File: src/mvm_pkg.sv
`default_nettype none

package mvm_pkg;

    // --------------------------------------------------
    // widths
    // --------------------------------------------------
    localparam int DATA_W     = 32;  // data and accumulator word.
    localparam int MAT_ADDR_W = 7;   // weight / column address.
    localparam int VLEN_W     = 8;   // holds 1 to 128.
    localparam int RES_IDX_W  = 3;   // result row index.
    localparam int ADR_W      = 16;  // wishbone byte address.
    localparam int SEL_W      = DATA_W / 8;
    localparam int CORE_W     = 4;   // core select, up to 16 cores.

    // --------------------------------------------------
    // byte address map
    // --------------------------------------------------
    localparam logic [ADR_W-1:0] ADR_CTRL        = 16'h0000;  // bit 0 start.
    localparam logic [ADR_W-1:0] ADR_STATUS      = 16'h0004;  // bit 0 busy, bit 1 done.
    localparam logic [ADR_W-1:0] ADR_VLEN        = 16'h0008;
    localparam logic [ADR_W-1:0] ADR_RESULT_BASE = 16'h0100;  // one word per row.
    localparam logic [ADR_W-1:0] ADR_VEC_BASE    = 16'h0200;  // one word per element.
    localparam logic [ADR_W-1:0] ADR_MAT_BASE    = 16'h1000;
    localparam logic [ADR_W-1:0] MAT_CORE_STRIDE = 16'h0200;  // one row per core.

    // weight pair write, odd column in the high half
    typedef struct packed {
        logic                    valid;
        logic [CORE_W-1:0]       core;
        logic [MAT_ADDR_W-1:0]   addr;  // even column.
        logic [2*DATA_W-1:0]     data;
    } mat_wr_t;

    // broadcast from the sequencer to every core
    typedef struct packed {
        logic                    init;
        logic                    exec;
        logic [MAT_ADDR_W-1:0]   mat_addr;
        logic                    update;
        logic                    out_period;
    } exec_ctl_t;

    // wishbone classic request, host side
    typedef struct packed {
        logic                    cyc;
        logic                    stb;
        logic                    we;
        logic [ADR_W-1:0]        adr;
        logic [DATA_W-1:0]       dat_w;
        logic [SEL_W-1:0]        sel;
    } wb_req_t;

endpackage

`default_nettype wire

File: src/result_buffer.sv
`timescale 1ns/10ps
`default_nettype none

module result_buffer #(
    parameter int NUM_CORES = 8
) (
    input  wire                             clk,
    input  wire                             arst_n,
    input  mvm_pkg::exec_ctl_t              ctl,
    input  logic [mvm_pkg::DATA_W-1:0]      acc0,
    input  logic [mvm_pkg::RES_IDX_W-1:0]   rd_idx,
    output logic [mvm_pkg::DATA_W-1:0]      rd_data
);

    import mvm_pkg::*;

    localparam int IDX_W = (NUM_CORES > 1) ? $clog2(NUM_CORES) : 1;

    logic [DATA_W-1:0] res [NUM_CORES];
    logic [IDX_W-1:0]  cnt;
    logic [IDX_W-1:0]  wr_idx;

    assign wr_idx = ctl.update ? '0 : cnt;  // row 0 arrives on update.

    always_ff @(posedge clk or negedge arst_n) begin
        if (!arst_n) begin
            cnt <= '0;
            for (int i = 0; i < NUM_CORES; i++) begin
                res[i] <= '0;
            end
        end else if (ctl.out_period) begin
            res[wr_idx] <= acc0;
            cnt         <= wr_idx + 1'b1;
        end
    end

    // rows past the core count read as zero
    assign rd_data = (int'(rd_idx) < NUM_CORES) ? res[IDX_W'(rd_idx)] : '0;

endmodule

`default_nettype wire

File: config.mk
export PLATFORM = sky130hd
export DESIGN_NAME = result_buffer
export DESIGN_NICKNAME = d
export VERILOG_FILES = /design/src/mvm_pkg.sv /design/src/result_buffer.sv
export SDC_FILE = /design/constraint.sdc
export NUM_CORES = 1
export LEC_CHECK = 0
export ABC_AREA = 1
export ABC_CLOCK_PERIOD_IN_PS = 3600
export BUFFER_PORTS_ARGS = -buffer_cell sky130_fd_sc_hd__buf_2
export CAP_MARGIN = 10
export CORE_MARGIN = 4
export CORE_UTILIZATION = 30
export CTS_CLUSTER_SIZE = 30
export DETAILED_ROUTE_END_ITERATION = 16
export PLACE_DENSITY = 0.54
export SLEW_MARGIN = 0
export SYNTH_ARGS = -nofsm -noshare
export SYNTH_HDL_FRONTEND = slang
export SYNTH_SLANG_ARGS = --single-unit
File: constraint.sdc
create_clock -name clk -period 3.6 [get_ports clk]
set_clock_uncertainty 0.15 [all_clocks]
set_input_delay 0.9 -clock clk [delete_from_list [all_inputs] [get_ports clk]]
set_output_delay 0.9 -clock clk [all_outputs]
set_load 0.01 [all_outputs]
-- Yosys cells after proc, flatten, opt, wreduce, memory -nomap -nowiden
Index checks and enable logic that the tools add are counted.
- bits in registers: 259
- output and inout bits: 32
- word-level logic and storage cells: 23
- $add $sub $neg: 1
- $lt $le $gt $ge: 3
- mux-type cells: 7
- bitwise gates (word level): 2
- reduce and logical (&&, ||, !) cells: 1
- operators by type and width (cell ; count):
    bitwise mux 256 bit ; 1
    binary-select mux 32 bit (select 3 bit) ; 1
    demux 32 bit (select 3 bit) ; 1
    two-way mux 32 bit ; 3
    >= comparator 4 bit, second input constant ; 2
    NOT 3 -> 4 bit ; 2
    less-than comparator 4 x 1 -> 1 bit, second input constant ; 1
    adder 3 x 1 -> 3 bit, second input constant ; 1
    two-way mux 3 bit ; 1
    logical AND 1 bit ; 1

-- Depth between registers and ports, before layout
- word-level depth: 7
- mapped depth: 8

-- Least setup slack after synthesis
No wires, ideal clock.
- path type: input to output
- from: input rd_idx[0] in the netlist's numbering
- to: output rd_data[0] in the netlist's numbering
- arrival: 1.789 ns
- slack: 0.761 ns
- cell stages on the path: 8
- buffers on the path: 2
- cells stage by stage: inv_1 clkbuf_1 clkbuf_1 nand2_1 nand3_1 nand2_1 nand2_1 nand2_1
- longest elaborated chain between the ends: 4
- RTL lines (element ; RTL line ; text):
    start: declaration ; result_buffer.sv:11 ; input logic [mvm_pkg::RES_IDX_W-1:0] rd_idx,
    NOT 3 -> 4 bit (implied by the code) ; result_buffer.sv:38 ; assign rd_data = (int'(rd_idx) < NUM_CORES) ? res[IDX_W'(rd_idx)] : '0;
    binary-select mux 32 bit (select 3 bit) ; result_buffer.sv:38 ;
    two-way mux 32 bit (implied by the code) (2 in a row) ; result_buffer.sv:38 ;
    end: declaration ; result_buffer.sv:12 ; output logic [mvm_pkg::DATA_W-1:0] rd_data
No other way between the ends. The select of a mux whose other input is x is not followed.

-- Worst setup path in the final report
- from: input rd_idx[0] in the netlist's numbering
- to: output rd_data[20] in the netlist's numbering
Same word-level chain as after synthesis.

==> flow_metrics.py <==
metrics = {
    "sta": {
        "setup_tns_ps": 0,
        "worst_slew_pin_slew_ps": 871.8,
        "whs_ps": 160.9,
        "fin_crit_sh_pct": 87.37,
        "setup_slack_ps": 454.6,
        "rsz0062_at_grt": "false",
        "finalHoldViolCount": 0,
        "fin_crit_ps": 3145,
        "slew_violations": 0,
        "slew-limit-headroom_pct": 41.88,
        "max_clock_freq_ghz": 0.3179,
        "setup_viol": 0,
    },
    "cts": {
        "cts.sinks": 259,
        "cts_buffer_depth": 3,
        "cts_inserted_buffers": 30,
        "post_cts.repair.setup_buffers": 0,
        "cts_tree": "done",
        "cts_resized": 0,
        "cts-root-buf": "clkbuf_16",
        "htree_levels": 1,
        "clock_latency_ps": 560,
        "cts_hold_buf": 0,
        "clk_pin_slew_worst_paths_ps": 60,
    },
    "layout": {
        "drive_gt1_share_pct": 9.386,
        "regArea_um2": 6481,
        "post-route-util_pct": 35.24,
        "antennaDiodeCount": 0,
        "instances_no_fill": 2492,
        "num-fill-cells": 4599,
        "design_area_um2": 15210,
        "multiInputGateArea_um2": 5087,
        "layout.nets": 1932,
        "syn_to_final_growth_pct": 15.93,
    },
    "worst_setup_path": {
        "path_cells": "buf_4 > buf_12 > nand2_1 > nand3_1 > nand2_1 > nand2_1 > nand2_1 > buf_2",
        "cpPeakStageDelay_ps": 300,
        "reg2reg_setup_slack_ps": 1310,
        "r2r-end": "res[158]",
        "r2r_cells": 5,
        "cp_num_buf_inv": 3,
        "path_class": "input pin to output port",
        "critPathLaunch": "rd_idx[0]",
        "cp_slowest_cell": "buf_12",
        "critPathRequiredTime_ps": 2550,
        "critical_path.top_delay_family": "buffers and inverters",
        "cp_max_fo": 68,
        "worst_ep_arrival_time_ps": 2100,
        "crit_top_cell": "nand2_1",
        "cp-start-kind": "input pin",
        "end_kind": "output port",
        "reg2reg_from": "cnt[2]",
    },
    "floorplanning": {
        "die_w_um": 217.1,
        "io-pin-count": 80,
        "die_h_um": 217.1,
        "start_util_pct": 30.40,
        "core_region_area_um2": 43170,
        "rows": 76,
        "dieArea_um2": 47150,
    },
    "synth": {
        "synth_top_family_by_area": "simple AND/OR/NAND/NOR gates",
        "syn-num-nets": 1926,
        "synth-simple-area-share_pct": 33.66,
        "ys_seq_area_share_pct": 49.39,
        "ys_types": 17,
        "synthAdderAreaFrac_pct": 0,
        "synth_compound_gate_area_share_pct": 5.015,
        "synthesis.instances": 1878,
        "ys_warn_count": 0,
        "mappedNetlistArea_um2": 13120,
        "synth-seq-cells": 259,
        "syn_avg_cell_area_um2": 6.988,
        "muxShareOfSynthArea_pct": 0,
        "synth_xor_area_share_pct": 0,
    },
    "flow_run": {
        "cap_violations": 0,
    },
    "drt": {
        "wl_per_cell_um": 15.79,
        "drc_errors": 0,
        "dr_total_vias": 11440,
        "routed_wl_mm": 39.34,
        "vias_per_cell": 4.591,
        "drt_iter0_markers": 1001,
        "ant_nets": 0,
        "dr.pass1.iters": 5,
    },
    "global_route": {
        "grt_pass1_wl_mm": 63.20,
        "grt_max_degree": 78,
        "grt_overflow_total": 0,
        "grtUsageTotal_pct": 16.66,
        "antenna_found_initial": 0,
        "first_global_vias": 11040,
    },
    "power_and_ir_drop": {
        "p_leak_nw": 8.195,
        "p_per_area_nw_per_um2": 636.7,
        "vdd_ir_drop_max_mv": 0.3785,
        "power_mw": 9.687,
    },
    "placed_design": {
        "pre_cts_ws_ps": 449.0,
        "numPortBuffers": 70,
        "dp.cells": 2437,
        "dpl_cell_area_um2": 14120,
        "hpwl_mm": 22.97,
        "place_congestion": 0.7589,
    },
    "status": {
        "status": "finished, final reports clean",
    },
    "worst_hold_path": {
        "hold_path.class": "input pin to async pin",
    },
}
==> synth_stat cells <==
cell type / count / area [um2]
clkinv_1: 2 / 7.510
nor2_4: 3 / 33.78
o211ai_1: 1 / 7.510
nand2_1: 812 / 3048
inv_2: 3 / 11.26
o21ai_0: 112 / 560.5
inv_1: 262 / 983.4
nand3_2: 1 / 10.01
buf_1: 15 / 56.30
dfrtp_1: 259 / 6481
buf_2: 28 / 140.1
o21ai_1: 18 / 90.09
nand4_1: 1 / 6.260
nand3_1: 259 / 1296
nor2_1: 1 / 3.750
nor2_2: 3 / 18.77
clkbuf_1: 98 / 367.9
==> worst max path at each step <==
stage	slack, ps	cells after the start	end
2_1_floorplan	760	8	rd_data[0]
3_3_place_gp	450	8	rd_data[20]
3_5_place_dp	450	8	rd_data[20]
4_1_cts	450	8	rd_data[20]
5_1_grt	390	8	rd_data[20]
6_report	450	8	rd_data[20]
==> placed cells by master, fill, tap and decap left out <==
cell type	Yosys	routed
clkinvlp_4	0	1
buf_8	0	1
inv_6	0	1
clkbuf_16	0	31
bufinv_16	0	4
nand4_1	1	1
dfrtp_1	259	259
nand2_1	812	812
o21ai_1	18	18
clkinv_2	0	4
inv_2	3	3
o21ai_0	112	112
nand3_2	1	1
clkbuf_8	0	11
buf_12	0	9
inv_4	0	1
inv_1	262	261
o211ai_1	1	1
nand3_1	259	259
clkbuf_1	98	3
buf_4	0	37
nor2_4	3	5
buf_2	28	68
clkinv_1	2	2
nor2_2	3	2
==> metal layers <==
metal  vias up  GRT usage, %  routed length [um]
met5         -             0                   0
met4         0         3.434                 647
met3        41         2.834                2107
met2       269         27.20               18300
met1      5452         23.49               18280
li1       5680             -                   -
==> area by class of cell <==
| type | count | area share [%] |
|---|---|---|
| timing repair buffer | 115 | 5.346 |
| clock buffer | 45 | 6.168 |
| clock inverter | 10 | 1.028 |
| inverter | 267 | 6.604 |
| tap | 585 | 4.811 |
| multi-input combinational | 1211 | 33.44 |
| sequential | 259 | 42.60 |
==> state kept, by name, summed over array words and instances (netlist names) <==
signal and flops:
cnt 3, res 256
==> cell families (layout without fill, tap and decap cells) <==
kind of cell | count (synthesis) | in the layout
compound gates | 131 | 131
buf+inv | 408 | 437
flops | 259 | 259
simple gates | 1080 | 1080
==> power by group <==
group / total (mW) / internal (mW) / switching [mW] / leakage, nW
registers: 4.18 / 3.82 / 0.362 / 3.15
clock network: 3.35 / 2.08 / 1.27 / 0.542
logic: 2.16 / 0.777 / 1.38 / 4.50
Note: power is estimated with default switching activity, not from simulation.
