===== src/mvm_pkg.sv =====
`default_nettype none

package mvm_pkg;

    // --------------------------------------------------
    // widths
    // --------------------------------------------------
    localparam int DATA_W     = 32;  // data and accumulator word.
    localparam int MAT_ADDR_W = 7;   // weight / column address.
    localparam int VLEN_W     = 8;   // holds 1 to 128.
    localparam int RES_IDX_W  = 3;   // result row index.
    localparam int ADR_W      = 16;  // wishbone byte address.
    localparam int SEL_W      = DATA_W / 8;
    localparam int CORE_W     = 4;   // core select, up to 16 cores.

    // --------------------------------------------------
    // byte address map
    // --------------------------------------------------
    localparam logic [ADR_W-1:0] ADR_CTRL        = 16'h0000;  // bit 0 start.
    localparam logic [ADR_W-1:0] ADR_STATUS      = 16'h0004;  // bit 0 busy, bit 1 done.
    localparam logic [ADR_W-1:0] ADR_VLEN        = 16'h0008;
    localparam logic [ADR_W-1:0] ADR_RESULT_BASE = 16'h0100;  // one word per row.
    localparam logic [ADR_W-1:0] ADR_VEC_BASE    = 16'h0200;  // one word per element.
    localparam logic [ADR_W-1:0] ADR_MAT_BASE    = 16'h1000;
    localparam logic [ADR_W-1:0] MAT_CORE_STRIDE = 16'h0200;  // one row per core.

    // weight pair write, odd column in the high half
    typedef struct packed {
        logic                    valid;
        logic [CORE_W-1:0]       core;
        logic [MAT_ADDR_W-1:0]   addr;  // even column.
        logic [2*DATA_W-1:0]     data;
    } mat_wr_t;

    // broadcast from the sequencer to every core
    typedef struct packed {
        logic                    init;
        logic                    exec;
        logic [MAT_ADDR_W-1:0]   mat_addr;
        logic                    update;
        logic                    out_period;
    } exec_ctl_t;

    // wishbone classic request, host side
    typedef struct packed {
        logic                    cyc;
        logic                    stb;
        logic                    we;
        logic [ADR_W-1:0]        adr;
        logic [DATA_W-1:0]       dat_w;
        logic [SEL_W-1:0]        sel;
    } wb_req_t;

endpackage

`default_nettype wire


===== src/vector_buffer.sv =====
`timescale 1ns/10ps
`default_nettype none

module vector_buffer #(
    parameter int MAT_DEPTH = 128
) (
    input  wire                              clk,
    input  logic                             wr_en,
    input  logic [mvm_pkg::MAT_ADDR_W-1:0]   wr_addr,
    input  logic [mvm_pkg::DATA_W-1:0]       wr_data,
    input  mvm_pkg::exec_ctl_t               ctl,
    output logic [mvm_pkg::DATA_W-1:0]       src_data
);

    import mvm_pkg::*;

    localparam int AW = $clog2(MAT_DEPTH);

    logic [DATA_W-1:0] mem [MAT_DEPTH];

    // --------------------------------------------------
    // host write port
    // --------------------------------------------------
    always_ff @(posedge clk) begin
        if (wr_en) begin
            mem[wr_addr[AW-1:0]] <= wr_data;
        end
    end

    // --------------------------------------------------
    // sequencer read port
    // --------------------------------------------------
    // one cycle latency, same as the weight fetch in each core
    always_ff @(posedge clk) begin
        if (ctl.exec) begin
            src_data <= mem[ctl.mat_addr[AW-1:0]];
        end
    end

endmodule

`default_nettype wire


===== config.mk =====
export PLATFORM = sky130hd
export DESIGN_NAME = vector_buffer
export DESIGN_NICKNAME = d
export VERILOG_FILES = /design/src/mvm_pkg.sv /design/src/vector_buffer.sv
export SDC_FILE = /design/constraint.sdc
export NUM_CORES = 2
export LEC_CHECK = 0
export BUFFER_PORTS_ARGS = -buffer_cell sky130_fd_sc_hd__clkbuf_2
export CELL_PAD_IN_SITES_DETAIL_PLACEMENT = 0
export CELL_PAD_IN_SITES_GLOBAL_PLACEMENT = 1
export CORE_MARGIN = 1
export CORE_UTILIZATION = 52
export CTS_CLUSTER_SIZE = 24
export DETAILED_ROUTE_END_ITERATION = 7
export PLACE_DENSITY = 0.77
export SLEW_MARGIN = 10
export SYNTH_ARGS = -nofsm -noshare
export SYNTH_HDL_FRONTEND = slang
export SYNTH_SLANG_ARGS = --single-unit

===== constraint.sdc =====
create_clock -name clk -period 3.7 [get_ports clk]
set_input_delay 0.37 -clock clk [delete_from_list [all_inputs] [get_ports clk]]
set_output_delay 0.37 -clock clk [all_outputs]
set_load 0.01 [all_outputs]

After elaboration in Yosys (flattened, before gate mapping)
Memory sizes are Yosys's and may differ from the RTL's. A register that Yosys moved wholly into a read port is not among the register bits.
Cells that the tools add are included.
{ "classes": {"eq_ne": 0, "n_lt_le_gt_ge": 0, "n_mul": 0, "n_shift": 0, "n_addsub": 0, "muxes": 2, "n_reduce_logical": 0, "n_bitwise": 0, "n_div": 0} }
{ "op_table": {"columns": ["cell", "n"], "rows": [
  ["$mux 1", 2]
]} }
{ "totals": {"register_bits": 0, "output_inout_bits": 32, "mem_bits_ro": 0, "wordCells": 3, "latchBits": 0, "in_bits": 52, "ram_bits": 4096, "memories": 1} }
{ "memory_table": {"columns": ["name", "words", "word_bits", "read_ports", "rd_clocked_by_memory_dff", "write_ports", "line_no", "source"], "rows": [
  ["mem", 128, 32, 1, 1, 1, "vector_buffer.sv:19", "logic [DATA_W-1:0] mem [MAT_DEPTH];"]
]} }

Logic depth before layout (Yosys ltp)
{ "logic_depth": {"ltp_word": 2, "mapped_depth": 8, "ltp_nobuf": 4} }

Worst setup path before layout
OpenSTA, ideal clock, no wires.
{ "synth_timing": {"path_type": "input-to-reg", "start": "input wr_en", "end": "memory mem[98][0], enable pin", "setup_slack_ps": 91, "path_stages": 3, "t_arrival_ps": 3148, "n_path_buf": 1, "required_ps": 3239, "setup_time_ps": 461, "path_cell_list": "clkbuf_1 -> nand4_1 -> nor3_1"} }
{ "synth_via": {"elab_chain_len": 2} }
{ "synth_lines": {"columns": ["element", "line_no", "source"], "rows": [
  ["from (decl)", "vector_buffer.sv:8", "input logic wr_en,"],
  ["$mux 1", "vector_buffer.sv:25", "if (wr_en) begin"],
  ["$mux 1 (not written as such)", "vector_buffer.sv:26", "mem[wr_addr[AW-1:0]] <= wr_data;"],
  ["to (decl)", "vector_buffer.sv:19", null]
]} }
Every way passes these cells.

==> impl_summary.log <==
INFO  metric flow.area_growth_from_synthesis = 14.5%
INFO  metric worst_skew_pair.late_latency = 0.91 ns
INFO  metric min_to = mem[2][6]
INFO  metric drtPass1Iterations = 5
INFO  metric min-delay-path-class = input port to register
INFO  metric slew-limit-headroom = 13.2%
INFO  metric grt_pass1_vias = 71869
INFO  metric synth_xor_area_share = 0%
INFO  metric routed_length_per_placed_instance = 34.7 um
INFO  metric startpoint_type = register
INFO  metric netSwitchingPower = 19.7 mW
INFO  metric place_congestion = 0.903
INFO  metric synth_compound_gate_area_share = 0%
INFO  metric whs = 0.112 ns
INFO  metric internal_power = 76.0 mW
INFO  metric layout_setup_ws = 0.852 ns
INFO  metric finalNonFillerCells = 10878
INFO  metric timing.max_cap.violations = 0
INFO  metric port_buffers = 80
INFO  metric muxShareOfSynthArea = 19.6%
INFO  metric synthDistinctLibCells = 16
INFO  metric place_inst = 10161
INFO  metric power.density = 533 mW/mm^2
INFO  metric final-max-slew-violation-count = 0
INFO  metric critical_path.endpoint_type = register
INFO  metric hold_violations = 0
INFO  metric critPathMaxStageDelay = 0.72 ns
INFO  metric dpl_cell_area = 0.167 sq mm
INFO  metric static-leakage-power = 55.2 nW
INFO  metric antenna_left = 0
INFO  metric initialDrtViolationCount = 9843
INFO  metric post-route-min-period = 2.85 ns
INFO  metric finalSetupViolations = 0
INFO  metric multi_input_comb_area = 0.0323 sq mm
INFO  metric die_y = 551 um
INFO  metric synthesis.nets = 6042
INFO  metric leading_post_synthesis_cells_by_cell_area = sky130_fd_sc_hd__edfxtp_1 (79%), sky130_fd_sc_hd__mux4_2 (19%), sky130_fd_sc_hd__clkbuf_1 (0.44%), sky130_fd_sc_hd__nor2_1 (0.29%), sky130_fd_sc_hd__buf_2 (0.25%)
INFO  metric yosys.area_share.adder = 0%
INFO  metric place_worst_setup_slack = 0.126 ns
INFO  metric drc_errors_left = 0
INFO  metric yosys_register_bits = 4128
INFO  metric ctsLongestPathBuffers = 4
INFO  metric drt-vias-per-instance = 6.49
INFO  metric grt.overflow.total = 0
INFO  metric worst-r2r-setup-slack = 0.85 ns
INFO  metric placementRows = 201
INFO  metric dieArea = 0.303 sq mm
INFO  metric htree_num_levels = 5
INFO  metric setup.worst_path.class = register to register
INFO  metric power.share.sequential = 54.1%
INFO  metric skew = 0.0432 ns
INFO  metric initial_antenna_violation_count = 55
INFO  metric yosys_warnings = 0
INFO  metric outcome = finished, final reports clean
INFO  metric vdd_ir_drop_max = 0.373 mV
INFO  metric worstPathMaxFanout = 5
INFO  metric worstMarginPinSlew = 1.30 ns
INFO  metric hold_depth = 1
INFO  metric initial_standard_cell_utilization_of_the_core = 52.2%
INFO  metric postCtsSetupBuffers = 0
INFO  metric r2r-end = src_data[30]
INFO  metric synth_top_area_share = 79.2%
INFO  metric groute.usage.overall = 25.1%
INFO  metric final_area = 0.179 sq mm
INFO  metric synth_simple_gate_area_share = 0.445%
INFO  metric synth.largest_area_cell = sky130_fd_sc_hd__edfxtp_1
INFO  metric post-dp-hpwl = 207 mm
INFO  metric syn_area = 0.157 sq mm
INFO  metric synth_enable_flop_cells = 4128
INFO  metric sequential_cell_area = 0.124 sq mm
INFO  metric detailroute.via_count = 70601
INFO  metric number_of_buffers_added_by_the_clock_tree_synthesis_step = 386
INFO  metric cpMostUsedCell = sky130_fd_sc_hd__mux4_2
INFO  metric postSynth.asyncResetShare = 0%
INFO  metric cell_types_with_the_highest_counts_after_synthesis = sky130_fd_sc_hd__edfxtp_1 (4128), sky130_fd_sc_hd__mux4_2 (1344), sky130_fd_sc_hd__clkbuf_1 (182)
INFO  metric highest_delay_cell_along_the_critical_path = sky130_fd_sc_hd__mux4_2
INFO  metric power_frac_clock = 40.6%
INFO  metric fp.dieW = 551 um
INFO  metric post-synth-top-count-cell = sky130_fd_sc_hd__edfxtp_1
INFO  metric final_util = 59.8%
INFO  metric syn-instance-count = 5990
INFO  metric worst_r2r_startpoint = mem[69][30]
INFO  metric fin_crit_sh = 77.0%
INFO  metric synth_top_family_by_area = multiplexers
INFO  metric p_total = 95.7 mW
INFO  metric pin_count_of_the_biggest_net_entering_global_routing = 115
INFO  metric layout-drive-gt1-share = 37.3%
INFO  metric clock-sinks = 4128
INFO  metric worstHoldStart = wr_data[6]
INFO  metric synth.avg_cell_area = 26.1 sq um
INFO  metric fin_setup_tns = 0 ns
INFO  metric design.final.nets = 6644
INFO  metric nFillCells = 19829
INFO  metric worst-r2r-cell-count = 4
INFO  metric rsz0062_at_grt = false
INFO  metric core_area = 0.300 sq mm
INFO  metric first_pass_grt_wire_length = 532 mm
INFO  metric clk_transition_reported_paths = 0.07 ns
INFO  metric max_freq = 351 MHz
INFO  metric synth-seq-area-share = 79.2%
INFO  metric clk_root_buffer_cell = sky130_fd_sc_hd__clkbuf_16
INFO  metric arrival_time_at_the_worst_endpoint = 3.50 ns
INFO  metric switching_power_as_a_share_of_total_power = 20.6%
INFO  metric totalWireLength = 378 mm
INFO  metric synth_top_flop_cell = sky130_fd_sc_hd__edfxtp_1
INFO  metric share_comb_of_total_power = 5.3%
INFO  metric floorplan.io_pins = 84
INFO  metric tritoncts = done
INFO  metric worst-endpoint-required = 4.35 ns
INFO  metric worstPathCellList = mux4_2 -> mux4_2 -> mux4_2 -> mux2_2
## area by class of cell
| cell class | count | share of cell area [%] |
|---|---|---|
| clock buffer | 473 | 5.74 |
| tap | 3958 | 2.76 |
| timing repair buffer | 530 | 3.27 |
| clock inverter | 218 | 1.09 |
| sequential | 4128 | 69.1 |
| multi-input combinational | 1546 | 18.0 |
| antenna | 25 | 0.0349 |
## critical path: cells and delay by family, from the launching register on
kind	cells	cell delay, ns
flops	1	0.40
mux	4	2.18
## cells by family (layout without fill, tap and decap cells)
family / count (synthesis) / in the layout
and+or+nand+nor: 170 / 170
muxes: 1376 / 1376
DFF: 4128 / 4128
buffers and inverters: 316 / 1221
other: 0 / 25
## worst max-delay path by stage
stage,start,to,cells past startpoint
floorplan,wr_en,mem[98][0],3
global placement,ctl[2],src_data[6],8
detailed placement,ctl[2],src_data[8],8
CTS,mem[69][30],src_data[30],4
global route,mem[69][30],src_data[30],4
finish,mem[69][30],src_data[30],4
## power groups by stage
stage / sequential (mW) / combinational [mW] / clock [mW]
floorplan: 52.8 / 2.49 / 0
global placement: 52.8 / 4.87 / 0
detailed placement: 52.8 / 4.98 / 0
CTS: 51.8 / 5.01 / 39.3
global route: 51.8 / 5.23 / 41.0
finish: 51.8 / 5.03 / 38.9
## layer usage
metal | global-route usage (%) | vias to the layer above | wire length [um]
met5 | 0 | - | 49
met4 | 8.77 | 8 | 12600
met3 | 4.96 | 533 | 37200
met2 | 40.6 | 3881 | 187000
met1 | 34.6 | 38539 | 141000
li1 | - | 27640 | -
## placed cells by master (no fill, tap or decap), types with 3 or more instances in the layout
cell type                       n
sky130_fd_sc_hd__edfxtp_1    4128
sky130_fd_sc_hd__mux4_2      1344
sky130_fd_sc_hd__clkbuf_16    401
sky130_fd_sc_hd__buf_4        326
sky130_fd_sc_hd__buf_12       156
sky130_fd_sc_hd__nor2_4       119
sky130_fd_sc_hd__clkinv_1      82
sky130_fd_sc_hd__clkinv_2      80
sky130_fd_sc_hd__clkbuf_1      72
sky130_fd_sc_hd__clkbuf_2      42
sky130_fd_sc_hd__bufinv_16     36
sky130_fd_sc_hd__mux2_2        32
sky130_fd_sc_hd__diode_2       25
sky130_fd_sc_hd__nand2_1       14
sky130_fd_sc_hd__clkinvlp_4    11
sky130_fd_sc_hd__nor3_2         9
sky130_fd_sc_hd__nand3_1        8
sky130_fd_sc_hd__nor2b_1        7
sky130_fd_sc_hd__clkinv_4       5
sky130_fd_sc_hd__nand3_2        4
sky130_fd_sc_hd__inv_6          4
sky130_fd_sc_hd__nor2_1         3
sky130_fd_sc_hd__nand4_1        3
sky130_fd_sc_hd__buf_8          3
## what timing repair did
action / in CTS / in global routing
setup endpoints to repair: 0 / 0
hold buffers: 1 / 0
gates resized for setup: 0 / 0
hold endpoints to repair: 28 / 0
## sequential cells by signal (all words and copies together) (netlist names)
| register | flops |
|---|---|
| src_data | 32 |
| mem | 4096 |
Note: power is estimated with default switching activity, not from simulation.
