<file path="src/mvm_pkg.sv">
`default_nettype none

package mvm_pkg;

    // --------------------------------------------------
    // widths
    // --------------------------------------------------
    localparam int DATA_W     = 32;  // data and accumulator word.
    localparam int MAT_ADDR_W = 7;   // weight / column address.
    localparam int VLEN_W     = 8;   // holds 1 to 128.
    localparam int RES_IDX_W  = 3;   // result row index.
    localparam int ADR_W      = 16;  // wishbone byte address.
    localparam int SEL_W      = DATA_W / 8;
    localparam int CORE_W     = 4;   // core select, up to 16 cores.

    // --------------------------------------------------
    // byte address map
    // --------------------------------------------------
    localparam logic [ADR_W-1:0] ADR_CTRL        = 16'h0000;  // bit 0 start.
    localparam logic [ADR_W-1:0] ADR_STATUS      = 16'h0004;  // bit 0 busy, bit 1 done.
    localparam logic [ADR_W-1:0] ADR_VLEN        = 16'h0008;
    localparam logic [ADR_W-1:0] ADR_RESULT_BASE = 16'h0100;  // one word per row.
    localparam logic [ADR_W-1:0] ADR_VEC_BASE    = 16'h0200;  // one word per element.
    localparam logic [ADR_W-1:0] ADR_MAT_BASE    = 16'h1000;
    localparam logic [ADR_W-1:0] MAT_CORE_STRIDE = 16'h0200;  // one row per core.

    // weight pair write, odd column in the high half
    typedef struct packed {
        logic                    valid;
        logic [CORE_W-1:0]       core;
        logic [MAT_ADDR_W-1:0]   addr;  // even column.
        logic [2*DATA_W-1:0]     data;
    } mat_wr_t;

    // broadcast from the sequencer to every core
    typedef struct packed {
        logic                    init;
        logic                    exec;
        logic [MAT_ADDR_W-1:0]   mat_addr;
        logic                    update;
        logic                    out_period;
    } exec_ctl_t;

    // wishbone classic request, host side
    typedef struct packed {
        logic                    cyc;
        logic                    stb;
        logic                    we;
        logic [ADR_W-1:0]        adr;
        logic [DATA_W-1:0]       dat_w;
        logic [SEL_W-1:0]        sel;
    } wb_req_t;

endpackage

`default_nettype wire

</file>
<file path="src/mvm_wb_slave.sv">
`timescale 1ns/10ps
`default_nettype none

module mvm_wb_slave #(
    parameter int NUM_CORES = 8
) (
    input  wire                              clk,
    input  wire                              arst_n,
    input  mvm_pkg::wb_req_t                 wb,
    output logic [mvm_pkg::DATA_W-1:0]       wb_dat_r,
    output logic                             wb_ack,
    input  logic                             busy,
    input  logic                             done,
    input  logic [mvm_pkg::DATA_W-1:0]       res_data,
    output logic [mvm_pkg::RES_IDX_W-1:0]    res_idx,
    output logic                             start,
    output logic [mvm_pkg::VLEN_W-1:0]       vlen,
    output logic                             vec_wr_en,
    output logic [mvm_pkg::MAT_ADDR_W-1:0]   vec_wr_addr,
    output logic [mvm_pkg::DATA_W-1:0]       vec_wr_data,
    output mvm_pkg::mat_wr_t                 mat_wr
);

    import mvm_pkg::*;

    localparam int STRIDE_SH = $clog2(MAT_CORE_STRIDE);

    logic                  wb_hit;
    logic                  wb_write;
    logic                  is_ctrl, is_status, is_vlen, is_res, is_vec, is_mat;
    logic [ADR_W-1:0]      mat_off;
    logic [ADR_W-1:0]      mat_core;
    logic [MAT_ADDR_W-1:0] mat_col;
    logic [DATA_W-1:0]     even_q;   // even column waiting for its pair.
    logic                  mat_valid_q;
    logic [CORE_W-1:0]     mat_core_q;
    logic [MAT_ADDR_W-1:0] mat_addr_q;
    logic [2*DATA_W-1:0]   mat_data_q;
    logic [DATA_W-1:0]     rd_mux;

    // --------------------------------------------------
    // decode
    // --------------------------------------------------
    assign wb_hit   = wb.cyc && wb.stb && !wb_ack;  // one ack per access.
    assign wb_write = wb_hit && wb.we && (&wb.sel);  // full words only.

    assign is_ctrl   = (wb.adr == ADR_CTRL);
    assign is_status = (wb.adr == ADR_STATUS);
    assign is_vlen   = (wb.adr == ADR_VLEN);
    assign is_res    = (wb.adr[ADR_W-1:5] == ADR_RESULT_BASE[ADR_W-1:5]);
    assign is_vec    = (wb.adr[ADR_W-1:9] == ADR_VEC_BASE[ADR_W-1:9]);

    assign mat_off  = wb.adr - ADR_MAT_BASE;
    assign mat_core = mat_off >> STRIDE_SH;
    assign mat_col  = mat_off[2 +: MAT_ADDR_W];
    assign is_mat   = (wb.adr >= ADR_MAT_BASE) && (int'(mat_core) < NUM_CORES);

    assign res_idx = wb.adr[2 +: RES_IDX_W];

    assign start       = wb_write && is_ctrl && wb.dat_w[0] && !busy;
    assign vec_wr_en   = wb_write && is_vec && !busy;
    assign vec_wr_addr = wb.adr[2 +: MAT_ADDR_W];
    assign vec_wr_data = wb.dat_w;

    // --------------------------------------------------
    // control registers
    // --------------------------------------------------
    always_ff @(posedge clk or negedge arst_n) begin
        if (!arst_n) begin
            wb_ack      <= 1'b0;
            vlen        <= VLEN_W'(1);
            mat_valid_q <= 1'b0;
        end else begin
            wb_ack      <= wb_hit;
            mat_valid_q <= wb_write && is_mat && mat_col[0] && !busy;  // odd half.
            if (wb_write && is_vlen) begin
                vlen <= wb.dat_w[VLEN_W-1:0];
            end
        end
    end

    // --------------------------------------------------
    // weight pairing and readback
    // --------------------------------------------------
    always_ff @(posedge clk) begin
        if (wb_write && is_mat && !mat_col[0]) begin
            even_q <= wb.dat_w;
        end
        if (wb_write && is_mat && mat_col[0]) begin
            mat_core_q <= mat_core[CORE_W-1:0];
            mat_addr_q <= {mat_col[MAT_ADDR_W-1:1], 1'b0};
            mat_data_q <= {wb.dat_w, even_q};
        end
        if (wb_hit) begin
            wb_dat_r <= rd_mux;
        end
    end

    always_comb begin
        rd_mux = '0;  // ctrl and memories read as zero.
        if (is_status) begin
            rd_mux = {{(DATA_W-2){1'b0}}, done, busy};
        end else if (is_vlen) begin
            rd_mux = {{(DATA_W-VLEN_W){1'b0}}, vlen};
        end else if (is_res) begin
            rd_mux = res_data;
        end
    end

    assign mat_wr.valid = mat_valid_q;
    assign mat_wr.core  = mat_core_q;
    assign mat_wr.addr  = mat_addr_q;
    assign mat_wr.data  = mat_data_q;

endmodule

`default_nettype wire

</file>
<file path="config.mk">
export PLATFORM = sky130hd
export DESIGN_NAME = mvm_wb_slave
export DESIGN_NICKNAME = d
export VERILOG_FILES = /design/src/mvm_pkg.sv /design/src/mvm_wb_slave.sv
export SDC_FILE = /design/constraint.sdc
export NUM_CORES = 1
export LEC_CHECK = 0
export BUFFER_PORTS_ARGS = -buffer_cell sky130_fd_sc_hd__buf_2
export CAP_MARGIN = 20
export CORE_UTILIZATION = 49
export DETAILED_ROUTE_END_ITERATION = 12
export PLACE_DENSITY = 0.95
export SLEW_MARGIN = 10
export SYNTH_ARGS = -nofsm -noshare
export SYNTH_HDL_FRONTEND = slang
export SYNTH_SLANG_ARGS = --single-unit
</file>
<file path="constraint.sdc">
create_clock -name clk -period 12.5 [get_ports clk]
set_clock_uncertainty 0.2 [all_clocks]
set_input_delay 2.5 -clock clk [delete_from_list [all_inputs] [get_ports clk]]
set_output_delay 2.5 -clock clk [all_outputs]
set_load 0.03 [all_outputs]
</file>
# == Yosys cells after proc, flatten, opt, wreduce, memory -nomap -nowiden ==
# Cells that the tools add are included.
# classes
addsub,1
n_lt_le_gt_ge,2
eq_ne,4
n_mux,3
n_bitwise,1
reduce_logical,21
# ops
cell,n
"16-bit by 3-bit == test with 1-bit output, second input constant",1
"16-bit by 4-bit == test with 1-bit output, second input constant",1
"16-bit by 13-bit >= comparator with 1-bit output, second input constant",1
16-bit logical NOT,1
8-bit two-way mux,2
"16-bit by 13-bit subtractor with 16-bit output, second input constant",1
1-bit logical AND,15
"11-bit by 4-bit == test with 1-bit output, second input constant",1
"7-bit by 1-bit == test with 1-bit output, second input constant",1
"7-bit by 4-bit less-than comparator with 1-bit output, second input constant",1
4-bit AND reduction,1
1-bit logical NOT,3
3-bit OR reduction,1
2-bit two-way mux,1
1-bit NOT,1
# word_totals
reg_bits,148
inputBits,91
output_inout_bits,161
elab_cells,42

# == Depth between registers and ports, before layout ==
# logic_depth
depth_word,7
depth_mapped,6
mapped_depth_nobuf,4

# == Worst setup path after synthesis ==
# Ideal clock, no wire load.
# synth_timing
path_type,input port to flip-flop
startpoint,input port wb[54] (netlist name)
endpoint,"register mat_addr_q[1], enable pin"
setup_time_ps,507
arrival_ps,7644
required_ps,11793
setup_slack_ps,4149
stages,4
path_buffers,0
path_cell_list,nand2_1 > nor2_1 > nand2_1 > nor2_1
# synth_between
elab_chain_cells,6
# synth_lines
item,line_no,source
from (decl),mvm_wb_slave.sv:9,"input mvm_pkg::wb_req_t wb,"
1-bit logical AND (2 in series),mvm_wb_slave.sv:44,assign wb_hit = wb.cyc && wb.stb && !wb_ack;
via wb_hit,mvm_wb_slave.sv:28,logic wb_hit;
1-bit logical AND (2 in series),mvm_wb_slave.sv:45,assign wb_write = wb_hit && wb.we && (&wb.sel);
1-bit logical AND (2 in series),mvm_wb_slave.sv:89,if (wb_write && is_mat && mat_col[0]) begin
to (signal assigned),mvm_wb_slave.sv:91,"mat_addr_q <= {mat_col[MAT_ADDR_W-1:1], 1'b0};"
to (decl),mvm_wb_slave.sv:37,logic [MAT_ADDR_W-1:0] mat_addr_q;
# The timed path passes the listed nets, and every way through them passes these cells.
# A chain may end at the register's enable or synchronous reset.

# == Worst setup path in the final report ==
# layout_timing
startpoint,input port wb[44] (netlist name)
endpoint,output port start
# layout_between
elab_chain_cells,4
# layout_lines
item,line_no,source
16-bit logical NOT,mvm_wb_slave.sv:47,assign is_ctrl = (wb.adr == ADR_CTRL);
1-bit logical AND (3 in series),mvm_wb_slave.sv:60,assign start = wb_write && is_ctrl && wb.dat_w[0] && !busy;
to (decl),mvm_wb_slave.sv:16,"output logic start,"
# Every way passes these cells.

==> results.sh <==
export IMPL_drt_initial_drc_count=173
export IMPL_holdPathStages=0
export IMPL_fp_dieW_um=106
export IMPL_cts_tree="done"
export IMPL_drive_above_1_share_pct=60.4
export IMPL_place_hpwl_um=8230
export IMPL_cts_made_buffers=17
export IMPL_clock_sink_count=148
export IMPL_cts_hold_buf=0
export IMPL_cp_max_fo=30
export IMPL_worst_pin_slew_ps=924
export IMPL_final_common_cell="buf_2"
export IMPL_clockPowerShare_pct=43.2
export IMPL_ff2ff_path_depth=5
export IMPL_postSynthAreaPerCell_um2=19.4
export IMPL_layout_nets=583
export IMPL_maxCapViolCount=0
export IMPL_port_buffers=250
export IMPL_drt_vias_per_instance=4.95
export IMPL_io_pins=252
export IMPL_pwr_share_seq_pct=51.6
export IMPL_totalWireLength_um=11300
export IMPL_slew_headroom_pct=38.4
export IMPL_die_height_um=106
export IMPL_synth_top_area_cell="edfxtp_1"
export IMPL_synth_top_cell_area_share_pct=78.4
export IMPL_p_comb_share_pct=5.3
export IMPL_post_cts_resized=0
export IMPL_syn_nets=363
export IMPL_placed_area_um2=6370
export IMPL_floorplan_die_area_um2=11200
export IMPL_netlist_instances=272
export IMPL_synth_seq_area_share_pct=83.2
export IMPL_cp_depth=6
export IMPL_slowest_delay_ps=590
export IMPL_hp_class="reg2reg"
export IMPL_insertion_delay_ps=510
export IMPL_placedCellCount=609
export IMPL_critPathLaunchType="input pin"
export IMPL_htreeDepth=4
export IMPL_path_buf_inv=2
export IMPL_antenna_found_initial=1
export IMPL_fin_crit_ps=6710
export IMPL_fin_crit_sh_pct=53.6
export IMPL_fin_tns_setup_ps=0
export IMPL_n_antenna_cell=0
export IMPL_vias=3170
export IMPL_syn_area_um2=5290
export IMPL_cts_clk_slew_worst_paths_ps=60
export IMPL_cp_top_family="simple AND/OR/NAND/NOR gates"
export IMPL_setup_violations=0
export IMPL_grtUsageTotal_pct=20.6
export IMPL_cp_arrival_ps=4010
export IMPL_final_cell_mix="buf_2, edfxtp_1, and3_1, clkbuf_16, dfrtp_1"
export IMPL_grt_max_degree=75
export IMPL_hold_viol_final=0
export IMPL_drc_errors=0
export IMPL_clk_path_buf_depth=2
export IMPL_start_util_pct=51.0
export IMPL_core_um2=10400
export IMPL_first_pass_iters=6
export IMPL_crit_type="in2out"
export IMPL_powerDensity_nw_per_um2=152
export IMPL_gp_congestion=0.791
export IMPL_path_cells="buf_2 > or4_4 > nor2_1 > nand3b_1 > nor4_1 > buf_2"
export IMPL_worst_path_most_repeated_cell="buf_2"
export IMPL_finalPower_w=0.00105
export IMPL_ys_ff_latch=148
export IMPL_final_cells=641
export IMPL_p_sw_share_pct=23.1
export IMPL_cts_root_buf="clkbuf_8"
export IMPL_rows=37
export IMPL_cp_required_ps=9800
export IMPL_grt_pass1_wl_um=16600
export IMPL_synth_area_leaders="edfxtp_1, buf_4, dfrtp_1"
export IMPL_wl_per_cell_um=17.6
export IMPL_stdcell_area_um2=6910
export IMPL_yosysWarningCount=0
export IMPL_grt_pass1_vias=3103
export IMPL_slew_viol_final=0
export IMPL_fmax_mhz=149
export IMPL_ir_worst_vdd_mv=0.0795
export IMPL_critPathCaptureType="primary output"
export IMPL_status="finished clean"
export IMPL_postCtsSetupBuffers=0
export IMPL_internal_power_w=0.000808
export IMPL_power_switching_w=0.000243
export IMPL_area_growth_pct=30.8
export IMPL_leakagePower_nw=3.02
export IMPL_ant_nets=0
export IMPL_rsz0062_at_grt="no"
export IMPL_cp_slowest_cell="or4_4"
export IMPL_globalRouteOverflowTotal=0
export IMPL_yosysUniqueCellTypes=27
==> Yosys cell counts <==
cell and count:
inv_1 1, a22o_1 6, nor3_1 5, buf_6 1, nand2_1 4, mux2_4 3, dfstp_2 1, conb_1 1
a21oi_1 2, nor2_1 4, edfxtp_1 138, nand4_4 1, nand3_1 6, nor3b_4 1, buf_4 44, and2_2 2
a22oi_1 2, and3_1 21, mux2_2 5, clkbuf_1 5, buf_2 1, clkbuf_2 1, nor4_1 2, and3_2 4
nand3b_1 1, or4_4 1, dfrtp_1 9
==> state kept, by name (all words and copies together) (netlist names) <==
signal / flops
mat_data_q: 64
mat_addr_q: 6
mat_valid_q: 1
even_q: 32
mat_core_q: 4
wb_ack: 1
vlen: 8
wb_dat_r: 32
==> logic make-up (layout without fill, tap and decap cells) <==
kind of cell | count (synthesis) | in the layout | synth area share [%]
AO/OA/AOI/OAI | 10 | 10 | 1.47
buffers and inverters | 53 | 286 | 7.08
flip-flops | 148 | 148 | 83.2
multiplexers | 8 | 8 | 1.92
other | 1 | 1 | 0.0710
AND/OR/NAND/NOR | 52 | 52 | 6.30
==> power groups by stage <==
stage               Clock, W  Sequential, W  Combinational [W]
floorplan                  0       0.000558          0.0000304
finish              0.000454       0.000542          0.0000553
detailed placement         0       0.000553          0.0000553
CTS                 0.000462       0.000542          0.0000556
global placement           0       0.000553          0.0000534
global route        0.000482       0.000542          0.0000586
==> worst paths after layout <==
check / start / end / slack [ps]
setup / recovery: wb[44] / start / 5790
hold / removal: even_q[5] / mat_data_q[5] / 220
setup reg to reg: wb_ack / mat_data_q[2] / 9810
hold reg to reg: even_q[5] / mat_data_q[5] / 220
max in group asynchronous: arst_n / vlen[0] / 10170
min in group asynchronous: arst_n / vlen[5] / 1650
==> area by class of cell <==
class                           count  area (um^2)
Sequential cell                   148         4400
Fill cell                         739         3460
Timing Repair Buffer              253         1270
Multi-Input combinational cell     71          531
Clock buffer                       17          414
Tap cell                          136          170
Clock inverter                     15          126
Inverter                            1         3.75
==> stage by stage <==
stage                     worst slack (ps)  utilization, %  hold WS, ps
final                                 5790            66.7          219
after global routing                  5630            66.7          222
after CTS                             5790            66.7          219
after detailed placement              5800            61.5          205
after global placement                5820            61.5          201
after floorplan                       4150               -          200
==> metal layers <==
metal  up-vias  global-route usage (%)  wire length [um]
met2       140                    36.7              6260
li1       1440                       -                 -
met4         2                    9.42               284
met3        24                    5.57               584
met5         -                       0                19
met1      1564                    22.9              4160
Note: power is estimated with default switching activity, not from simulation.
