`config.mk`:
```
export PLATFORM = sky130hd
export DESIGN_NAME = mvm_core
export DESIGN_NICKNAME = d
export VERILOG_FILES = /design/src/mvm_pkg.sv /design/src/mvm_core.sv
export SDC_FILE = /design/constraint.sdc
export NUM_CORES = 2
export LEC_CHECK = 0
export BUFFER_PORTS_ARGS = -buffer_cell sky130_fd_sc_hd__buf_4
export CORE_ASPECT_RATIO = 1.5
export CORE_MARGIN = 2
export CORE_UTILIZATION = 50
export CTS_CLUSTER_DIAMETER = 40
export CTS_CLUSTER_SIZE = 24
export DETAILED_ROUTE_END_ITERATION = 8
export GPL_TIMING_DRIVEN = 0
export PLACE_DENSITY = 0.68
export SLEW_MARGIN = 15
export SYNTH_ARGS = -nofsm -noshare
export SYNTH_HDL_FRONTEND = slang
export SYNTH_SLANG_ARGS = --single-unit
```
`constraint.sdc`:
```
create_clock -name clk -period 8.71 [get_ports clk]
set_clock_uncertainty 0.1 [all_clocks]
set_input_delay 0 -clock clk [delete_from_list [all_inputs] [get_ports clk]]
set_output_delay 0 -clock clk [all_outputs]
set_load 0.01 [all_outputs]
```
`src/mvm_pkg.sv`:
```
`default_nettype none

package mvm_pkg;

    // --------------------------------------------------
    // widths
    // --------------------------------------------------
    localparam int DATA_W     = 32;  // data and accumulator word.
    localparam int MAT_ADDR_W = 7;   // weight / column address.
    localparam int VLEN_W     = 8;   // holds 1 to 128.
    localparam int RES_IDX_W  = 3;   // result row index.
    localparam int ADR_W      = 16;  // wishbone byte address.
    localparam int SEL_W      = DATA_W / 8;
    localparam int CORE_W     = 4;   // core select, up to 16 cores.

    // --------------------------------------------------
    // byte address map
    // --------------------------------------------------
    localparam logic [ADR_W-1:0] ADR_CTRL        = 16'h0000;  // bit 0 start.
    localparam logic [ADR_W-1:0] ADR_STATUS      = 16'h0004;  // bit 0 busy, bit 1 done.
    localparam logic [ADR_W-1:0] ADR_VLEN        = 16'h0008;
    localparam logic [ADR_W-1:0] ADR_RESULT_BASE = 16'h0100;  // one word per row.
    localparam logic [ADR_W-1:0] ADR_VEC_BASE    = 16'h0200;  // one word per element.
    localparam logic [ADR_W-1:0] ADR_MAT_BASE    = 16'h1000;
    localparam logic [ADR_W-1:0] MAT_CORE_STRIDE = 16'h0200;  // one row per core.

    // weight pair write, odd column in the high half
    typedef struct packed {
        logic                    valid;
        logic [CORE_W-1:0]       core;
        logic [MAT_ADDR_W-1:0]   addr;  // even column.
        logic [2*DATA_W-1:0]     data;
    } mat_wr_t;

    // broadcast from the sequencer to every core
    typedef struct packed {
        logic                    init;
        logic                    exec;
        logic [MAT_ADDR_W-1:0]   mat_addr;
        logic                    update;
        logic                    out_period;
    } exec_ctl_t;

    // wishbone classic request, host side
    typedef struct packed {
        logic                    cyc;
        logic                    stb;
        logic                    we;
        logic [ADR_W-1:0]        adr;
        logic [DATA_W-1:0]       dat_w;
        logic [SEL_W-1:0]        sel;
    } wb_req_t;

endpackage

`default_nettype wire

```
`src/mvm_core.sv`:
```
`timescale 1ns/10ps
`default_nettype none

module mvm_core #(
    parameter int CORE_ID   = 0,
    parameter int MAT_DEPTH = 128
) (
    input  wire                          clk,
    input  wire                          arst_n,
    input  mvm_pkg::mat_wr_t             mat_wr,
    input  mvm_pkg::exec_ctl_t           ctl,
    input  logic [mvm_pkg::DATA_W-1:0]   src_data,
    input  logic [mvm_pkg::DATA_W-1:0]   acc_next,
    output logic [mvm_pkg::DATA_W-1:0]   acc
);

    import mvm_pkg::*;

    localparam int AW = $clog2(MAT_DEPTH);

    // row is split into even and odd banks so a pair lands in one cycle
    logic [DATA_W-1:0] mem_even [MAT_DEPTH/2];
    logic [DATA_W-1:0] mem_odd  [MAT_DEPTH/2];

    logic              wr_hit;
    logic [DATA_W-1:0] w_q;        // fetched weight, t+1.
    logic [DATA_W-1:0] m_q;        // weight operand, t+2.
    logic [DATA_W-1:0] d_q;        // vector operand, t+2.
    logic              init_d1, init_d2;
    logic              exec_d1, exec_d2;
    logic [DATA_W-1:0] acc_sum;
    logic [DATA_W-1:0] acc_shift;

    assign wr_hit = mat_wr.valid && (mat_wr.core == CORE_W'(CORE_ID));

    // --------------------------------------------------
    // weight memory and operand stage
    // --------------------------------------------------
    always_ff @(posedge clk) begin
        if (wr_hit) begin
            mem_even[mat_wr.addr[AW-1:1]] <= mat_wr.data[DATA_W-1:0];
            mem_odd[mat_wr.addr[AW-1:1]]  <= mat_wr.data[2*DATA_W-1:DATA_W];
        end
        if (ctl.exec) begin
            w_q <= ctl.mat_addr[0] ? mem_odd[ctl.mat_addr[AW-1:1]]
                                   : mem_even[ctl.mat_addr[AW-1:1]];
        end
        if (exec_d1) begin
            m_q <= w_q;
            d_q <= src_data;  // vector buffer answers at t+1 too.
        end
    end

    // --------------------------------------------------
    // accumulate and shift-out
    // --------------------------------------------------
    always_ff @(posedge clk or negedge arst_n) begin
        if (!arst_n) begin
            init_d1   <= 1'b0;
            init_d2   <= 1'b0;
            exec_d1   <= 1'b0;
            exec_d2   <= 1'b0;
            acc_sum   <= '0;
            acc_shift <= '0;
        end else begin
            init_d1 <= ctl.init;
            init_d2 <= init_d1;
            exec_d1 <= ctl.exec;
            exec_d2 <= exec_d1;
            // init lines up with column 0, so clear and add in one step.
            if (init_d2 || exec_d2) begin
                acc_sum <= (init_d2 ? '0 : acc_sum) + (exec_d2 ? m_q * d_q : '0);
            end
            if (ctl.out_period) begin
                acc_shift <= acc_next;
            end
        end
    end

    assign acc = ctl.update ? acc_sum : acc_shift;  // sum on update, chain after.

endmodule

`default_nettype wire

```
Word level (Yosys, flattened, before mapping) --
Memories as Yosys holds them, arrays and structs flattened. Index checks and enable logic that the tools add are counted.
Word-level totals: register bits 164, RAM bits 4096, bits of input ports 153, output and inout bits 32, logic and storage cells 22, memories kept 2
Operators by class: add/sub/neg operators 1, $mul 1, muxes and demuxes 6, reduce and logical (&&, ||, !) cells 3
Memory list:
- mem_even | words 64, bits a word 32, read ports 1, clocked after Yosys merged registers in 0, wr ports 1, line mvm_core.sv:22 | logic [DATA_W-1:0] mem_even [MAT_DEPTH/2];
- mem_odd | words 64, bits a word 32, read ports 1, clocked after Yosys merged registers in 0, wr ports 1, line mvm_core.sv:23 | logic [DATA_W-1:0] mem_odd [MAT_DEPTH/2];
Operators by type and width (number):
- 32-bit 2-to-1 mux | 4
- 32-bit adder | 1
- 32-bit by 32-bit multiplier with 32-bit output | 1
- 4-bit zero test | 1
- 1-bit 2-to-1 mux | 2
- 1-bit logical AND | 1
- 1-bit logical OR | 1

Depth between registers and ports, before layout --
depth after elaboration 4, mapped depth 39, depth with buffers taken out 37

Least setup slack after synthesis --
Ideal clock, no wire load.
kind reg-to-reg, from register d_q[3], to register acc_sum[30], library setup time 0.095 ns, arrival time 8.691 ns, data required time 8.515 ns, slack -0.177 ns, cell stages (with the launch flop) 40, buffers on the path 2, period minus slack after synthesis 8.887 ns, cell sequence edfxtp_1 > clkbuf_1 > clkbuf_1 > and2_1 > fa_1 > inv_1 > fa_1 > fa_1 > inv_1 > fa_1 > ha_1 > ha_1 > inv_1 > fa_1 > inv_1 > fa_1 > ha_1 > o21a_1 > [... 4 more ...] > a21o_1 > a21o_1 > a21oi_1 > nor2b_1 > o21ai_1 > a21oi_1 > ha_1 > a21oi_1 > o21bai_1 > a21o_1 > a21o_1 > a221o_1 > or3_1 > o211ai_1 > a21oi_1 > o21a_1 > o21a_1 > o31ai_1
On the way: cells in the longest elaborated chain, start to end 3
Ends and longest elaborated chain:
- start, declared | line mvm_core.sv:28 | logic [DATA_W-1:0] d_q;
- start signal, assigned | line mvm_core.sv:50 | d_q <= src_data;
- 32-bit by 32-bit multiplier with 32-bit output | line mvm_core.sv:72 | acc_sum <= (init_d2 ? '0 : acc_sum) + (exec_d2 ? m_q * d_q : '0);
- 32-bit 2-to-1 mux | line mvm_core.sv:72
- 32-bit adder | line mvm_core.sv:72
- end signal, assigned | line mvm_core.sv:72
- end, declared | line mvm_core.sv:31 | logic [DATA_W-1:0] acc_sum;
No other way between the ends. A chain may end at the register's enable or synchronous reset.

Final worst setup path --
from register m_q[5], to register acc_sum[30]
On the way: cells in the longest elaborated chain, start to end 3
Ends and longest elaborated chain:
- start, declared | line mvm_core.sv:27 | logic [DATA_W-1:0] m_q;
- start signal, assigned | line mvm_core.sv:49 | m_q <= w_q;
- 32-bit by 32-bit multiplier with 32-bit output | line mvm_core.sv:72
- 32-bit 2-to-1 mux | line mvm_core.sv:72
- 32-bit adder | line mvm_core.sv:72
No other way between the ends.

==> results.toml <==
[outcome]
outcome = "finished, violations left"
failed_checks = "negative setup slack"

[grt]
grt-ovfl-total = 0
number_of_global_route_vias_before_repair = 92849
grt.total_usage = 0.2770
grt_max_degree = 69
antenna_found_initial = 54
grt_pass1_wl_mm = 698.9

[cells_and_area]
n_fill_cell = 24817
post_route_non_filler_standard_cell_count = 14368
finalNetCount = 9990
synth_to_final_area_change_pct = 16.59
post_route_cells_drive_above_1_share = 0.2992

[timing]
post-route-min-period_ns = 9.203
finalMaxSlewViolations = 0
fmax_ghz = 0.1087
worst_slew_margin_rel = 0.1589
unrepaired_setup_endpoints_after_global_routing = "true"
layout_worst_path_cycle_share = 1.057
timing_hold_violations_final = 0
timing.final.ws_setup_ns = -0.4926
worst_slew_pin_slew_ns = 1.262
setup_viol_count_final = 6

[yosys]
synth_fa_ha_area_frac = 0.05668
syn_nets = 8920
post_synth_and_or_nand_nor_area_fraction = 0.02223
yosysMostFrequentCell = "sky130_fd_sc_hd__edfxtp_1"
synth.area.top_cells = "sky130_fd_sc_hd__edfxtp_1 (71%), sky130_fd_sc_hd__mux4_2 (17%), sky130_fd_sc_hd__fa_1 (4.6%)"
synth.mux.area_fraction = 0.1759
largest_area_contributor_in_the_synthesized_netlist = "sky130_fd_sc_hd__edfxtp_1"
ys_types = 65
mappedNetlistArea_mm2 = 0.1785
yosys_top_cell_area_share = 0.7054
dominant_combinational_cell_family_by_area_after_synthesis = "multiplexers"
ys_async_sr_fraction = 0.01596
netlist_top_cells_count = "sky130_fd_sc_hd__edfxtp_1 (4192), sky130_fd_sc_hd__mux4_2 (1344), sky130_fd_sc_hd__inv_1 (420), sky130_fd_sc_hd__fa_1 (409), sky130_fd_sc_hd__clkbuf_1 (332)"
synth_flop_cell = "sky130_fd_sc_hd__edfxtp_1"
synth_compound_gate_area_share = 0.007292
synthXorXnorAreaFrac = 0.004852
avgSynthCellArea_um2 = 21.75
synth-edff-count = 4192
synth.yosys.seq_area_share = 0.7149
syn_inst = 8204
ys_seq_elements = 4260
yosysWarnings = 0

[power_and_ir_drop]
leakage_nw = 68.42
power.ir.vdd_worst_v = 0.002279
switchingPower_w = 0.02994
power-per-cell-area_mw_per_mm2 = 372.6
share_seq_of_total_power = 0.295
total_power_w = 0.07752
comb_power_share = 0.480
internal_power_contribution_w = 0.04758
swShare = 0.3863
pwr-share-clk = 0.225

[worst_hold_path]
hp-class = "in -> reg"
hold_path.startpoint = "mat_wr[24]"

[route]
routed_wire_length_mm = 501.7
drtPass1Iterations = 5
drcViolationCount = 0
vias_per_cell = 6.188
first_iter_violations = 10071
route.vias.total = 88909
ant_nets = 0
wl_per_cell_um = 34.92

[run]
cap_violations = 0

[clock_tree]
worst_setup_hold_path_clk_slew_ns = 0.07
worst_skew_pair.late_latency_ns = 0.94
cts_tree = "done"
clock_tree.htree_level_count = 5
tritoncts.num_buffers = 369
clock-root-buffer = "sky130_fd_sc_hd__clkbuf_16"
cts.path.max_buffers = 4
cts_sinks = 4260

[setup_path]
critical_path.n_buffers_inverters = 6
timing.critical_path.mode_cell = "sky130_fd_sc_hd__fa_1"
crit_path_top_delay_cell = "sky130_fd_sc_hd__fa_1"
nature_of_the_critical_path_endpoint = "flip-flop"
worst-r2r-setup-slack_ns = -0.49
path_delay_family = "adder cells"
worstSetupStartpointType = "flip-flop"
worst-endpoint-required_ns = 9.43
worstSetupPathType = "reg -> reg"
timing.rr.start = "m_q[5]$_DFFE_PP_"
max_stage_delay_ns = 0.54
critical_path_peak_fanout = 5
startpoint_of_the_worst_setup_timing_path = "m_q[5]$_DFFE_PP_"
worstPathArrival_ns = 9.93

[placement]
dpl.cell_count = 13333
detailedPlace.worstSlack_ns = -1.929
last_weighted_congestion_value_of_the_routability_driven_placer = 0.9796
place.detailed.hpwl_mm = 351.3
port_buffers = 169

[floorplan]
die_height_um = 735.7
die_area_mm2 = 0.3618
row_count = 268
fp.dieW_um = 491.8
i_o_pin_count = 185
fp.coreArea_mm2 = 0.3551
initial_utilization = 0.5026
[flip-flops by register name, summed over array words and instances (netlist names)]
name / count
mem_odd: 2048
w_q: 32
m_q: 32
mem_even: 2048
exec_d2: 1
d_q: 32
acc_sum: 32
init_d2: 1
acc_shift: 32
exec_d1: 1
init_d1: 1
[layout make-up]
cell class / instances / area (um2) / share of cell area
repair buffers: 709 / 9537 / 0.04584
clock buffers: 396 / 9463 / 0.04548
flip-flops and latches: 4260 / 127600 / 0.6132
multi-input cells: 3102 / 48550 / 0.2334
inverters: 421 / 1580 / 0.007595
plain buffers: 411 / 1831 / 0.008798
diodes: 58 / 145.1 / 0.0006976
clock inverters: 286 / 3453 / 0.01660
well taps: 4725 / 5912 / 0.02841
[worst reg2reg max path: cells and delay by family (launching register included)]
family	cells	cell delay (ns)
AOI/OAI and AO/OA	20	3.44
adders and majority gates	10	4.03
buffers and inverters	6	0.55
and+or+nand+nor	3	0.58
DFF	1	0.42
[routing by layer]
layer  up-vias  routed length, um  GRT usage
li1      35417                  -          -
met1     47697             161400     0.3120
met2      4649             263600     0.4901
met3      1128              40300    0.04984
met4        18              36300     0.1679
met5         -                121          0
[cells by family after synthesis]
logic type,Yosys count
buf+inv,842
simple gates,803
mux,1443
flops,4260
fa+ha+maj,563
xor+xnor,98
compound gates,195
[worst paths after layout]
kind                                         endpoint  depth (start not counted)
setup / recovery              acc_sum[30]$_DFFE_PN0P_                         39
hold / removal             mem_even[41][24]$_DFFE_PP_                          2
setup reg to reg              acc_sum[30]$_DFFE_PN0P_                         39
hold reg to reg                     init_d2$_DFF_PN0_                          0
max in group asynchronous           exec_d1$_DFF_PN0_                          4
min in group asynchronous   acc_shift[14]$_DFFE_PN0P_                          4
[timing repair]
item / in CTS / in global routing
buffers inserted: 49 / 23
hold endpoints to repair: 4294 / 0
cloned: 0 / 1
pin swaps: 47 / 57
gates resized for setup: 95 / 130
setup endpoints to repair: 14 / 12
hold buffers: 234 / 0
[cell usage in the layout (no fill, tap or decap), types with 19 or more instances in the layout]
| cell | Yosys | final |
|---|---|---|
| sky130_fd_sc_hd__edfxtp_1 | 4192 | 4192 |
| sky130_fd_sc_hd__mux4_2 | 1344 | 1344 |
| sky130_fd_sc_hd__inv_1 | 420 | 417 |
| sky130_fd_sc_hd__fa_1 | 409 | 403 |
| sky130_fd_sc_hd__clkbuf_16 | 0 | 376 |
| sky130_fd_sc_hd__nand2_1 | 330 | 330 |
| sky130_fd_sc_hd__and2_1 | 273 | 266 |
| sky130_fd_sc_hd__clkbuf_1 | 332 | 254 |
| sky130_fd_sc_hd__buf_4 | 0 | 234 |
| sky130_fd_sc_hd__dlygate4sd3_1 | 0 | 233 |
| sky130_fd_sc_hd__buf_12 | 0 | 156 |
| sky130_fd_sc_hd__ha_1 | 154 | 139 |
| sky130_fd_sc_hd__mux2_2 | 98 | 98 |
| sky130_fd_sc_hd__buf_16 | 0 | 82 |
| sky130_fd_sc_hd__buf_2 | 62 | 73 |
| sky130_fd_sc_hd__inv_6 | 0 | 73 |
| sky130_fd_sc_hd__xnor2_1 | 73 | 71 |
| sky130_fd_sc_hd__dfrtp_1 | 68 | 67 |
| sky130_fd_sc_hd__clkbuf_2 | 0 | 66 |
| sky130_fd_sc_hd__nor2_4 | 0 | 65 |
| sky130_fd_sc_hd__diode_2 | 0 | 58 |
| sky130_fd_sc_hd__inv_8 | 0 | 45 |
| sky130_fd_sc_hd__nor2b_1 | 40 | 40 |
| sky130_fd_sc_hd__clkinv_8 | 0 | 34 |
| sky130_fd_sc_hd__a21oi_1 | 44 | 33 |
| sky130_fd_sc_hd__o21ai_0 | 28 | 26 |
| sky130_fd_sc_hd__nor2_1 | 92 | 25 |
| sky130_fd_sc_hd__xor2_1 | 24 | 24 |
| sky130_fd_sc_hd__bufinv_16 | 0 | 24 |
| sky130_fd_sc_hd__a21o_1 | 23 | 23 |
| sky130_fd_sc_hd__clkinvlp_4 | 0 | 23 |
| sky130_fd_sc_hd__clkinv_1 | 0 | 22 |
| sky130_fd_sc_hd__o21ai_1 | 23 | 21 |
| sky130_fd_sc_hd__buf_1 | 26 | 19 |
| sky130_fd_sc_hd__clkinv_2 | 0 | 19 |
| sky130_fd_sc_hd__clkinv_4 | 0 | 19 |
[metrics by stage]
stage / utilization / area (um2) / TNS [ns] / hold slack [ns]
final: 0.5859 / 208100 / -1.646 / 0.08405
after detailed placement: 0.5393 / 191500 / -13.02 / 0.01943
after floorplan: - / 178500 / 0 / -0.3956
after global routing: 0.5857 / 208000 / -3.853 / 0.05549
after global placement: 0.5228 / 185600 / -11.10 / 0.01402
after CTS: 0.5842 / 207500 / -3.341 / 0.02981
[power groups by stage]
stage | Clock [W] | Combinational (W) | Sequential [W]
finish | 0.0174 | 0.0372 | 0.0229
global route | 0.0183 | 0.0398 | 0.0229
CTS | 0.0176 | 0.0346 | 0.0229
detailed placement | 0 | 0.0323 | 0.0234
global placement | 0 | 0.0315 | 0.0234
floorplan | 0 | 0.0223 | 0.0233
(Power assumes the default switching activity.)
